[src/hw/icache_mem_pkg.sv]
// Instruction cache memory package
// Cache RAM geometry, payload and request types, scramble key types
// and the data scramble mask
package icache_mem_pkg;

  // Cache geometry
  parameter int unsigned IC_NUM_WAYS   = 2;
  parameter int unsigned IC_NUM_LINES  = 64;
  parameter int unsigned IC_INDEX_W    = $clog2(IC_NUM_LINES);
  parameter int unsigned IC_TAG_W      = 21;
  parameter int unsigned IC_LINE_BEATS = 2;
  parameter int unsigned IC_BEAT_W     = 32;

  // Scramble key material
  parameter int unsigned SCR_KEY_W   = 128;
  parameter int unsigned SCR_NONCE_W = 64;

  typedef logic [IC_INDEX_W-1:0]  ic_index_t;
  typedef logic [SCR_KEY_W-1:0]   scr_key_t;
  typedef logic [SCR_NONCE_W-1:0] scr_nonce_t;

  typedef struct packed {
    logic                valid;
    logic [IC_TAG_W-1:0] tag;
  } ic_tag_t;

  // Beat 1 in the upper half
  typedef logic [IC_LINE_BEATS-1:0][IC_BEAT_W-1:0] ic_line_t;

  typedef struct packed {
    logic [IC_NUM_WAYS-1:0] req;
    logic                   write;
    ic_index_t              index;
    ic_tag_t                wdata;
  } ic_tag_req_t;

  typedef struct packed {
    logic [IC_NUM_WAYS-1:0] req;
    logic                   write;
    ic_index_t              index;
    ic_line_t               wdata;
  } ic_data_req_t;

  // Key XOR doubled nonce, line index folded into the low bits
  function automatic scr_key_t scramble_mask(input scr_key_t   key,
                                             input scr_nonce_t nonce,
                                             input ic_index_t  index);
    scr_key_t mask;
    mask = key ^ {nonce, nonce};
    mask[IC_INDEX_W-1:0] = mask[IC_INDEX_W-1:0] ^ index;
    return mask;
  endfunction

endpackage

[src/hw/scramble_key_mgr.sv]
// Scramble key manager
// Holds the cache scramble key and nonce and renews them through a
// request/valid handshake started by a cache invalidate
`timescale 1ns/1ps

module scramble_key_mgr #(
  parameter icache_mem_pkg::scr_key_t   RndCnstKey   = '0,
  parameter icache_mem_pkg::scr_nonce_t RndCnstNonce = '0
) (
  input  logic                       clk_i,
  input  logic                       rst_ni,

  input  logic                       icache_inval_i,

  // Key source handshake
  input  logic                       scramble_key_valid_i,
  input  icache_mem_pkg::scr_key_t   scramble_key_i,
  input  icache_mem_pkg::scr_nonce_t scramble_nonce_i,
  output logic                       scramble_req_o,

  // Current key towards the RAMs
  output logic                       key_valid_o,
  output icache_mem_pkg::scr_key_t   key_o,
  output icache_mem_pkg::scr_nonce_t nonce_o
);

  logic req_d, req_q;
  logic key_valid_d, key_valid_q;

  icache_mem_pkg::scr_key_t   key_q;
  icache_mem_pkg::scr_nonce_t nonce_q;

  // Request raised by invalidate, held until the key arrives
  assign req_d = req_q ? ~scramble_key_valid_i : icache_inval_i;

  // Key stays invalid for the whole request
  assign key_valid_d = req_q          ? scramble_key_valid_i :
                       icache_inval_i ? 1'b0                 :
                                        key_valid_q;

  always_ff @(posedge clk_i or negedge rst_ni) begin
    if (!rst_ni) begin
      req_q       <= 1'b0;
      key_valid_q <= 1'b1;
    end else begin
      req_q       <= req_d;
      key_valid_q <= key_valid_d;
    end
  end

  always_ff @(posedge clk_i or negedge rst_ni) begin
    if (!rst_ni) begin
      key_q   <= RndCnstKey;
      nonce_q <= RndCnstNonce;
    end else if (scramble_key_valid_i) begin
      key_q   <= scramble_key_i;
      nonce_q <= scramble_nonce_i;
    end
  end

  assign scramble_req_o = req_q;
  assign key_valid_o    = key_valid_q;
  assign key_o          = key_q;
  assign nonce_o        = nonce_q;

endmodule

[config.mk]
export PLATFORM = sky130hd
export DESIGN_NAME = scramble_key_mgr
export DESIGN_NICKNAME = d
export VERILOG_FILES = /design/src/hw/icache_mem_pkg.sv /design/src/hw/scramble_key_mgr.sv
export SDC_FILE = /design/constraint.sdc
export NUM_CORES = 1
export LEC_CHECK = 0
export ABC_AREA = 1
export BUFFER_PORTS_ARGS = -buffer_cell sky130_fd_sc_hd__buf_2
export CAP_MARGIN = 0
export CORE_AREA = 2 2 150 152
export CTS_BUF_LIST = sky130_fd_sc_hd__clkbuf_16
export DETAILED_ROUTE_END_ITERATION = 6
export DIE_AREA = 0 0 152 154
export SYNTH_ARGS = -nofsm -noshare
export SYNTH_HDL_FRONTEND = slang
export SYNTH_SLANG_ARGS = --single-unit
export TNS_END_PERCENT = 10
[constraint.sdc]
create_clock -name clk_i -period 1.6 [get_ports clk_i]
set_clock_uncertainty 0.2 [all_clocks]
set_input_delay 0.16 -clock clk_i [delete_from_list [all_inputs] [get_ports clk_i]]
set_output_delay 0.16 -clock clk_i [all_outputs]
set_load 0.01 [all_outputs]
==> results of run 1 <==
metal layers:
metal	vias up	share of wire, %	global-route usage, %
li1	3658	-	-
met1	3371	41	23.9
met2	273	50	35.2
met3	62	5.5	5.30
met4	0	3.3	8.63
met5	-	0	0
kinds of logic after synthesis:
family / synth area share, %
flops: 63.5
simple gates: 9.66
buf+inv: 14.3
compound gates: 12.6
registers in the layout, indices dropped and copies added (netlist names):
name,cells
key_valid_o,1
nonce_o,64
key_o,128
scramble_req_o,1
cell usage in the layout (no fill, tap or decap), drive strengths merged:
cell | Yosys | layout
buf | 41 | 411
dlygate4sd3 | 0 | 219
inv | 193 | 201
nand2 | 195 | 195
dfrtp | 193 | 193
o21ai | 192 | 192
clkbuf | 2 | 18
clkinv | 0 | 7
nor2 | 2 | 2
dfstp | 1 | 1
cell type report:
type | instances | area (um^2)
clock inverters | 15 | 154
repair buffers | 631 | 4410
well taps | 280 | 350
flip-flops and latches | 194 | 4860
inverters | 193 | 724
fillers | 1853 | 9070
multi-input cells | 389 | 1700
clock buffers | 17 | 425
power groups by stage:
stage	registers (uW)	clock network (uW)	logic, uW
after floorplan	5880	0	560
after global placement	5670	0	1730
after detailed placement	5670	0	1750
after CTS	5580	4280	2180
after global routing	5650	4480	2430
final	5590	4170	2200
synth_stat cells:
cell type	n	area share (%)
buf_2	5	0.33
buf_4	18	1.8
buf_6	18	2.6
clkbuf_1	2	0.098
dfrtp_1	193	63
dfstp_2	1	0.34
inv_1	193	9.5
nand2_1	195	9.6
nor2_1	2	0.098
o21ai_0	135	8.8
o21ai_1	57	3.7
stage by stage:
stage / worst slack [ns] / cells / hold WS, ns / cell area (um^2)
2_1_floorplan: 0.609 / 819 / -0.336 / 7650
3_3_place_gp: 0.362 / 1468 / -0.0613 / 9840
3_5_place_dp: 0.346 / 1468 / -0.0594 / 9840
4_1_cts: 0.113 / 1717 / -0.0783 / 12600
5_1_grt: 0.0161 / 1719 / 0.0492 / 12600
6_report: 0.106 / 1719 / 0.0401 / 12600
worst max-delay path by stage:
stage | startpoint | to | slack [ns] | cells past startpoint
final | scramble_key_valid_i | key_o[91] | 0.11 | 3
after global routing | scramble_req_o | key_valid_o | 0.02 | 4
after CTS | scramble_req_o | key_valid_o | 0.11 | 4
after detailed placement | scramble_key_valid_i | key_o[13] | 0.35 | 3
after global placement | scramble_key_valid_i | key_o[16] | 0.36 | 3
after floorplan | scramble_key_valid_i | key_o[0] | 0.61 | 5
what timing repair did:
| item | 4_1_cts | 5_1_grt |
|---|---|---|
| hold buffers | 217 | 2 |
| setup endpoints to repair | 0 | 0 |
| endpoints found under the hold margin | 388 | 13 |
==> summary.md, run 1 <==
| Metric | Value |
|---|---|
| Slew HR | `just over 60%` |
| Switch share | `between 20 and 30%` |
| Synth Warn # | `0` |
| CP Max Fanout | `35` |
| Post-synthesis sequential area ratio | `a little under two thirds` |
| Initial antenna violation count | `0` |
| Leakage power total | `approximately 0.007 uW` |
| Family with the most delay on the worst path | `buffers and inverters` |
| Max-slew violation count | `0` |
| Syn avg cell area | `9.34 um^2` |
| Clock latency on the worst-skew pair | `between 0.4 and 0.5 ns` |
| I/O Buffers | `389` |
| Setup TNS | `0 ns` |
| First-pass GRT wire length | `roughly 38,000 um` |
| # setup viols final | `0` |
| Mapped Cells | `around 800` |
| Area Growth Syn to Fin | `64.9%` |
| Cts bufs inserted | `17` |
| Crit end category | `flop` |
| Final HPWL DP | `15,400 um` |
| Drt drc | `0` |
| Comb power frac | `18.4%` |
| Internal power | `roughly 8500 uW` |
| CTS sink count | `194` |
| Max Fclk | `~670 MHz` |
| Final Hold Fails | `0` |
| Vias per Instance | `around 4.3` |
| H-tree levels | `4` |
| Net Switching | `around 3400 uW` |
| Die Y-Extent | `154 um` |
| DRT Wirelength | `24,200 um` |
| Die Wd | `about 150 um` |
| Arr. time, crit path | `~1.6 ns` |
| Pwr dens | `roughly 950 nW/um^2` |
| Post-cts gate resize count | `0` |
| CP Data Required Time | `~1.7 ns` |
| Die area | `between 20,000 and 25,000 um^2` |
| Max cap viols | `0` |
| DR iter-0 viols | `between 500 and 600` |
| Core area | `approximately 22,000 um^2` |
| CTS root buffer | `clkbuf_16` |
| Final-stage net count | `about 1,600` |
| Final Wtd Congestion | `approximately 0.82` |
| Tightest Pin Transition | `~0.56 ns` |
| Layout cells sized above 1 | `between 30% and 40%` |
| Clock period minus worst slack | `1.49 ns` |
| Worst min-delay path class | `in2async` |
| Period utilization | `between 90 and 100%` |
| Flop pwr share | `46.8%` |
| WL/cell | `14.1 um` |
| Status | `completed` |
| Largest net degree at the start of global routing | `69` |
| R2R Path End | `key_valid_o` |
| Clock network fraction of total power | `a little over a third` |
| Worst r2r path cells | `4` |
| Critical path's largest stage delay | `a little under 1 ns` |
| Vias | `between 7,000 and 8,000` |
| Worst Path Class, Setup | `in2reg` |
| Row Count | `54` |
| Total global routing overflow | `0` |
| Drt pass-1 iters | `4` |
| Slowest CP cell | `dlygate4sd3_1` |
| CTS tree | `done` |
| Worst path bufs/invs | `2` |
| Mapped Area | `about 7700 um^2` |
| Post-route ant nets | `0` |
| Final core occ | `58.2%` |
| Global Route Usage Sum | `between 20% and 30%` |
| Unrepaired setup endpoints after global routing | `no` |
| Vias in the first global route | `7,624` |
| Total power | `12,000 uW` |
| Initial Util | `between 30% and 40%` |
| RR Startpoint | `scramble_req_o` |
| Clk slew on worst S/H paths | `approximately 0.080 ns` |
| Setup crit start kind | `input pin` |
| Setup Buffers After CTS | `0` |
| # IOs | `390` |
| Maximum vdd ir drop | `approximately 0.54 mV` |
| Clock tree buffer depth | `2` |
| Post-synthesis sequential element count | `roughly 190` |
| Syn_nets | `between 1,000 and 1,500` |
| Antenna diodes | `0` |
| Worst path cell trace | `buf_8 > dlygate4sd3_1 > o21ai_0` |
| Flop-to-flop setup slack | `0.11 ns` |
| Netlist cell types | `11` |
(Power assumes the default switching activity.)
==> inputs of run 2 (changes only) <==
--- a/config.mk
+++ b/config.mk
@@ -10,8 +10,11 @@
 export CAP_MARGIN = 0
 export CORE_AREA = 2 2 150 152
 export CTS_BUF_LIST = sky130_fd_sc_hd__clkbuf_16
+export CTS_CLUSTER_SIZE = 30
 export DETAILED_ROUTE_END_ITERATION = 6
 export DIE_AREA = 0 0 152 154
+export PLACE_DENSITY = 0.69
+export RECOVER_POWER = 100
 export SYNTH_ARGS = -nofsm -noshare
 export SYNTH_HDL_FRONTEND = slang
 export SYNTH_SLANG_ARGS = --single-unit
==> run 2 against run 1 <==
Effect of this change: design area decreased by 2.3%; sequential power about the same; sequential share of layout area increased by 0.89 points; clock power decreased by 1%; combinational power decreased by 6%; critical path type unchanged; the flow now finishes with violations (hold timing).
==> summary.md, run 2 (synthesized netlist as in run 1, its figures left out) <==
| Metric | Value |
|---|---|
| CTS tree | `done` |
| Internal power | `between 8000 and 9000 uW` |
| Cts bufs inserted | `17` |
| Die Wd | `approximately 150 um` |
| Final Wtd Congestion | `approximately 0.87` |
| CP Data Required Time | `approximately 1.7 ns` |
| Area Growth Syn to Fin | `61.1%` |
| Arr. time, crit path | `1.58 ns` |
| Drt pass-1 iters | `5` |
| Crit end category | `flop` |
| First-pass GRT wire length | `roughly 41,000 um` |
| Vias in the first global route | `approximately 8,000` |
| Comb power frac | `17.5%` |
| Die Y-Extent | `154 um` |
| Vias per Instance | `roughly 4.5` |
| CP Max Fanout | `1` |
| Most frequent cells in the layout | `dlygate4sd3_1, clkbuf_1, nand2_1` |
| H-tree levels | `4` |
| Largest net degree at the start of global routing | `between 50 and 60` |
| Clock tree buffer depth | `2` |
| Die area | `about 23,000 um^2` |
| Clk slew on worst S/H paths | `around 0.09 ns` |
| DRT Wirelength | `roughly 26,000 um` |
| I/O Buffers | `a little under 400` |
| Setup Buffers After CTS | `0` |
| Slew HR | `54.5%` |
| Worst hold margin | `-0.00234 ns` |
| Pwr dens | `about 960 nW/um^2` |
| Maximum vdd ir drop | `0.614 mV` |
| Clock period minus worst slack | `1.49 ns` |
| Flop pwr share | `47.5%` |
| Max reg flops | `~130` |
| Status | `complete, but fails checks` |
| Max cap viols | `0` |
| Worst Path Class, Setup | `in2reg` |
| Clock network fraction of total power | `a little over a third` |
| Final Hold Fails | `1` |
| Max-slew violation count | `0` |
| Initial Util | `35.3%` |
| Setup TNS | `0 ns` |
| Total power | `around 12,000 uW` |
| Row Count | `between 50 and 60` |
| Tightest Pin Transition | `0.682 ns` |
| Max Fclk | `approximately 670 MHz` |
| Layout cells sized above 1 | `around 17%` |
| Drt drc | `0` |
| Unrepaired setup endpoints after global routing | `no` |
| # IOs | `between 300 and 400` |
| Core area | `21,700 um^2` |
| DR iter-0 viols | `around 470` |
| Total global routing overflow | `0` |
| Period utilization | `about 93%` |
| Flop-to-flop setup slack | `0.12 ns` |
| Setup crit start kind | `input pin` |
| # setup viols final | `0` |
| Post-route ant nets | `0` |
| Leakage power total | `about 0.006 uW` |
| CTS root buffer | `clkbuf_16` |
| Clock latency on the worst-skew pair | `0.41 ns` |
| Dpl cell area | `~9900 um^2` |
| Final-stage net count | `~1,600` |
| Net Switching | `between 3000 and 4000 uW` |
| Switch share | `~30%` |
| Worst min-delay path class | `in2reg` |
| WL/cell | `between 10 and 15 um` |
| Global Route Usage Sum | `around 22%` |
| Cell area after layout | `~12,000 um^2` |
| Most common cell after layout, fill and taps aside | `dlygate4sd3_1` |
| Vias | `a little under 8,000` |
| CTS sink count | `between 150 and 200` |
| Initial antenna violation count | `3` |
| Failing checks | `hold timing` |
| Final HPWL DP | `about 15,000 um` |
==> run 2: cell count changes in the layout (fill, tap and decap cells not counted), moves of 2 or more <==
| cell | change |
|---|---|
| buf_2 | -198 |
| buf_4 | -7 |
| clkbuf_1 | +202 |
| clkbuf_2 | +2 |
| clkbuf_4 | +3 |
| clkinv_1 | -2 |
| diode_2 | +2 |
| dlygate4sd3_1 | -2 |
| inv_6 | +2 |
| o21ai_0 | +55 |
| o21ai_1 | -55 |
==> run 2: power groups by stage <==
stage | clock network, uW | logic, uW | registers, uW
6_report | 4130 | 2070 | 5610
2_1_floorplan | 0 | 560 | 5880
4_1_cts | 4260 | 2180 | 5580
3_5_place_dp | 0 | 1760 | 5670
3_3_place_gp | 0 | 1720 | 5660
5_1_grt | 4470 | 2300 | 5670
==> run 2: final timing paths <==
kind	end	cells past startpoint	from
max	key_o[63]	5	scramble_key_i[63]
min	key_o[114]	2	scramble_key_valid_i
max reg2reg	key_valid_o	4	scramble_req_o
min reg2reg	key_o[116]	2	key_o[116]
max in group asynchronous	nonce_o[2]	3	rst_ni
min in group asynchronous	key_o[95]	2	rst_ni
==> run 2: layout make-up <==
| cell class | count | area, um^2 |
|---|---|---|
| diodes | 2 | 5.00 |
| flip-flops and latches | 194 | 4860 |
| inverters | 193 | 724 |
| repair buffers | 630 | 4120 |
| clock inverters | 15 | 149 |
| fillers | 1845 | 9360 |
| clock buffers | 17 | 425 |
| well taps | 280 | 350 |
| multi-input cells | 389 | 1700 |
==> run 2: timing repair <==
action                    4_1_cts  5_1_grt
hold endpoints to repair      388        4
hold buffers                  215        2
gates resized for setup         0        0
==> run 2: worst max-delay path, stage by stage <==
cell           delay (ns)
dlygate4sd3_1        0.54
buf_2                0.12
nand2_1              0.07
dlygate4sd3_1        0.59
o21ai_0              0.10
==> run 2: stage by stage <==
| stage | util (%) | hold slack (ns) | setup WS, ns | instances |
|---|---|---|---|---|
| after global routing | 56.8 | 0.00454 | 0.0322 | 1720 |
| after global placement | 45.5 | -0.0673 | 0.364 | 1469 |
| final | 56.8 | -0.00234 | 0.111 | 1720 |
| after detailed placement | 45.5 | -0.0618 | 0.306 | 1469 |
| after floorplan | - | -0.336 | 0.609 | 819 |
| after CTS | 58.1 | -0.0387 | 0.113 | 1716 |
==> run 2: routing by layer <==
| metal | up-vias | routed length [um] | GRT usage [%] |
|---|---|---|---|
| li1 | 3663 | - | - |
| met1 | 3615 | 9810 | 24.4 |
| met2 | 353 | 13100 | 38.6 |
| met3 | 81 | 1680 | 5.67 |
| met4 | 0 | 1150 | 11.1 |
| met5 | - | 0 | 0 |
==> inputs of run 3 (changes only) <==
==> constraint.sdc (replaced) <==
create_clock -name clk_i -period 1.6 [get_ports clk_i]
set_clock_uncertainty 0.2 [all_clocks]
set_input_delay 0.08 -clock clk_i [delete_from_list [all_inputs] [get_ports clk_i]]
set_output_delay 0.08 -clock clk_i [all_outputs]
set_load 0.01 [all_outputs]
==> run 3 against run 2 <==
Effect of this change: the flow still finishes with violations (hold timing); maximum frequency fell by 0.93%; hold slack lost 0.090 ns; first-iteration DRC count decreased by 6.2%; clock power is 8.2% higher; die area stayed put; power grew 3.0%; critical endpoint is now nonce_o[9]; combinational power hardly changed; critical path depth decreased by 1; flip-flop and latch count did not move; cell count rose by 0.17%; clock-buffer cell count unchanged.
==> summary.md, run 3 (synthesized netlist as in run 1, its figures left out) <==
| Metric | Value |
|---|---|
| Leakage power total | `~0.0062 uW` |
| Post-route ant nets | `0` |
| Cts bufs inserted | `17` |
| Total global routing overflow | `0` |
| Setup TNS | `0 ns` |
| Layout cells sized above 1 | `between 15 and 20%` |
| Clock tree buffer depth | `2` |
| Slew HR | `between 60 and 70%` |
| CP Max Fanout | `47` |
| Initial antenna violation count | `2` |
| Cell mode on critical path | `dlygate4sd3_1` |
| # IOs | `between 300 and 400` |
| Failing checks | `hold timing` |
| Drt pass-1 iters | `5` |
| Family with the most delay on the worst path | `buffers and inverters` |
| Unrepaired setup endpoints after global routing | `no` |
| Final-stage net count | `1,624` |
| Vias per Instance | `roughly 4.4` |
| Maximum vdd ir drop | `a little under 0.6 mV` |
| Hold path startpoint | `scramble_key_valid_i` |
| Clock period minus worst slack | `between 1.5 and 2 ns` |
| Critical path's largest stage delay | `roughly 0.56 ns` |
| Core area | `between 20,000 and 25,000 um^2` |
| H-tree levels | `4` |
| Final Hold Fails | `19` |
| Max cap viols | `0` |
| DR iter-0 viols | `440` |
| Global Route Usage Sum | `between 20% and 30%` |
| Final HPWL DP | `~15,000 um` |
| Initial Util | `roughly a third` |
| Worst Path Class, Setup | `in2async` |
| Final Wtd Congestion | `between 0.8 and 0.9` |
| Die Wd | `152 um` |
| Max Fclk | `roughly 670 MHz` |
| Vias | `~7,700` |
| WL/cell | `approximately 15 um` |
| Die Y-Extent | `roughly 150 um` |
| CTS sink count | `194` |
| Cells after DPL | `~1,500` |
| Setup crit start kind | `input pin` |
| I/O Buffers | `approximately 390` |
| Arr. time, crit path | `roughly 1.9 ns` |
| Setup Buffers After CTS | `0` |
| Drt drc | `0` |
| Row Count | `between 50 and 60` |
| Clk slew on worst S/H paths | `about 0.07 ns` |
| Vias in the first global route | `between 8,000 and 9,000` |
| DRT Wirelength | `25,800 um` |
| Most frequent cells in the layout | `dlygate4sd3_1, clkbuf_1, nand2_1` |
| Worst path cell trace | `dlygate4sd3_1 > dlygate4sd3_1 > clkbuf_8 > buf_8` |
| Largest net degree at the start of global routing | `60` |
| CTS tree | `done` |
| Pwr dens | `978 nW/um^2` |
| Crit end category | `async pin` |
| Area Growth Syn to Fin | `62.8%` |
| Non-Filler Instances | `about 1,700` |
| First-pass GRT wire length | `41,500 um` |
| Max reg flops | `128` |
| Worst hold margin | `-0.0919 ns` |
| CP Data Required Time | `2.01 ns` |
| Die area | `23,400 um^2` |
| # setup viols final | `0` |
| Total power | `12,200 uW` |
| RR Startpoint | `scramble_req_o` |
| Tightest Pin Transition | `approximately 0.47 ns` |
| Hold buffers post-CTS | `around 220` |
| Most common cell after layout, fill and taps aside | `dlygate4sd3_1` |
| Worst setup path start | `rst_ni` |
| Worst path bufs/invs | `4` |
| Slowest CP cell | `dlygate4sd3_1` |
| Worst min-delay path class | `in2reg` |
| CTS root buffer | `clkbuf_16` |
| Period utilization | `93.9%` |
| Status | `complete, but fails checks` |
| Clock latency on the worst-skew pair | `roughly 0.42 ns` |
| Max-slew violation count | `0` |
## run 3: layout make-up
type / count / area, um^2
tap: 280 / 350
fill: 1874 / 9230
timing repair buffer: 633 / 4200
inverter: 193 / 724
clock inverter: 15 / 193
sequential: 194 / 4860
antenna: 2 / 5.00
clock buffer: 17 / 425
multi-input combinational: 389 / 1700
## run 3: path summary, 6_finish.rpt
kind	endpoint	slack, ns	depth (start not counted)
max reg2reg	key_valid_o	0.13	4
max in group clk_i	key_valid_o	0.13	4
min reg2reg	nonce_o[11]	0.32	2
max	nonce_o[9]	0.1	4
min in group asynchronous	key_o[95]	0.53	3
min	nonce_o[29]	-0.09	2
## run 3: timing repair
item                       in CTS  in global routing
gates resized for setup         0                  0
setup endpoints to repair       0                  0
hold endpoints to repair      388                 19
## run 3: stage by stage
step / hold WS (ns) / utilization, % / setup WS (ns) / instance area [um^2]
after floorplan: -0.416 / - / 0.689 / 7650
after global placement: -0.114 / 45.7 / 0.424 / 9910
after detailed placement: -0.109 / 45.7 / 0.408 / 9910
after CTS: -0.135 / 58.7 / 0.127 / 12700
after global routing: -0.0885 / 57.4 / 0.0314 / 12500
final: -0.0919 / 57.4 / 0.0973 / 12500
## run 3: power breakdown
part	leakage (uW)	switching, uW	internal [uW]
clock	0.000304	2080	2390
sequential	0.00235	264	5350
combinational	0.00358	1130	959
## run 3: layer usage
| layer | routed length (um) | vias up | track usage, % |
|---|---|---|---|
| li1 | - | 3669 | - |
| met1 | 9870 | 3535 | 25.2 |
| met2 | 13100 | 360 | 38.2 |
| met3 | 1680 | 88 | 5.61 |
| met4 | 1200 | 0 | 12.4 |
| met5 | 0 | - | 0 |
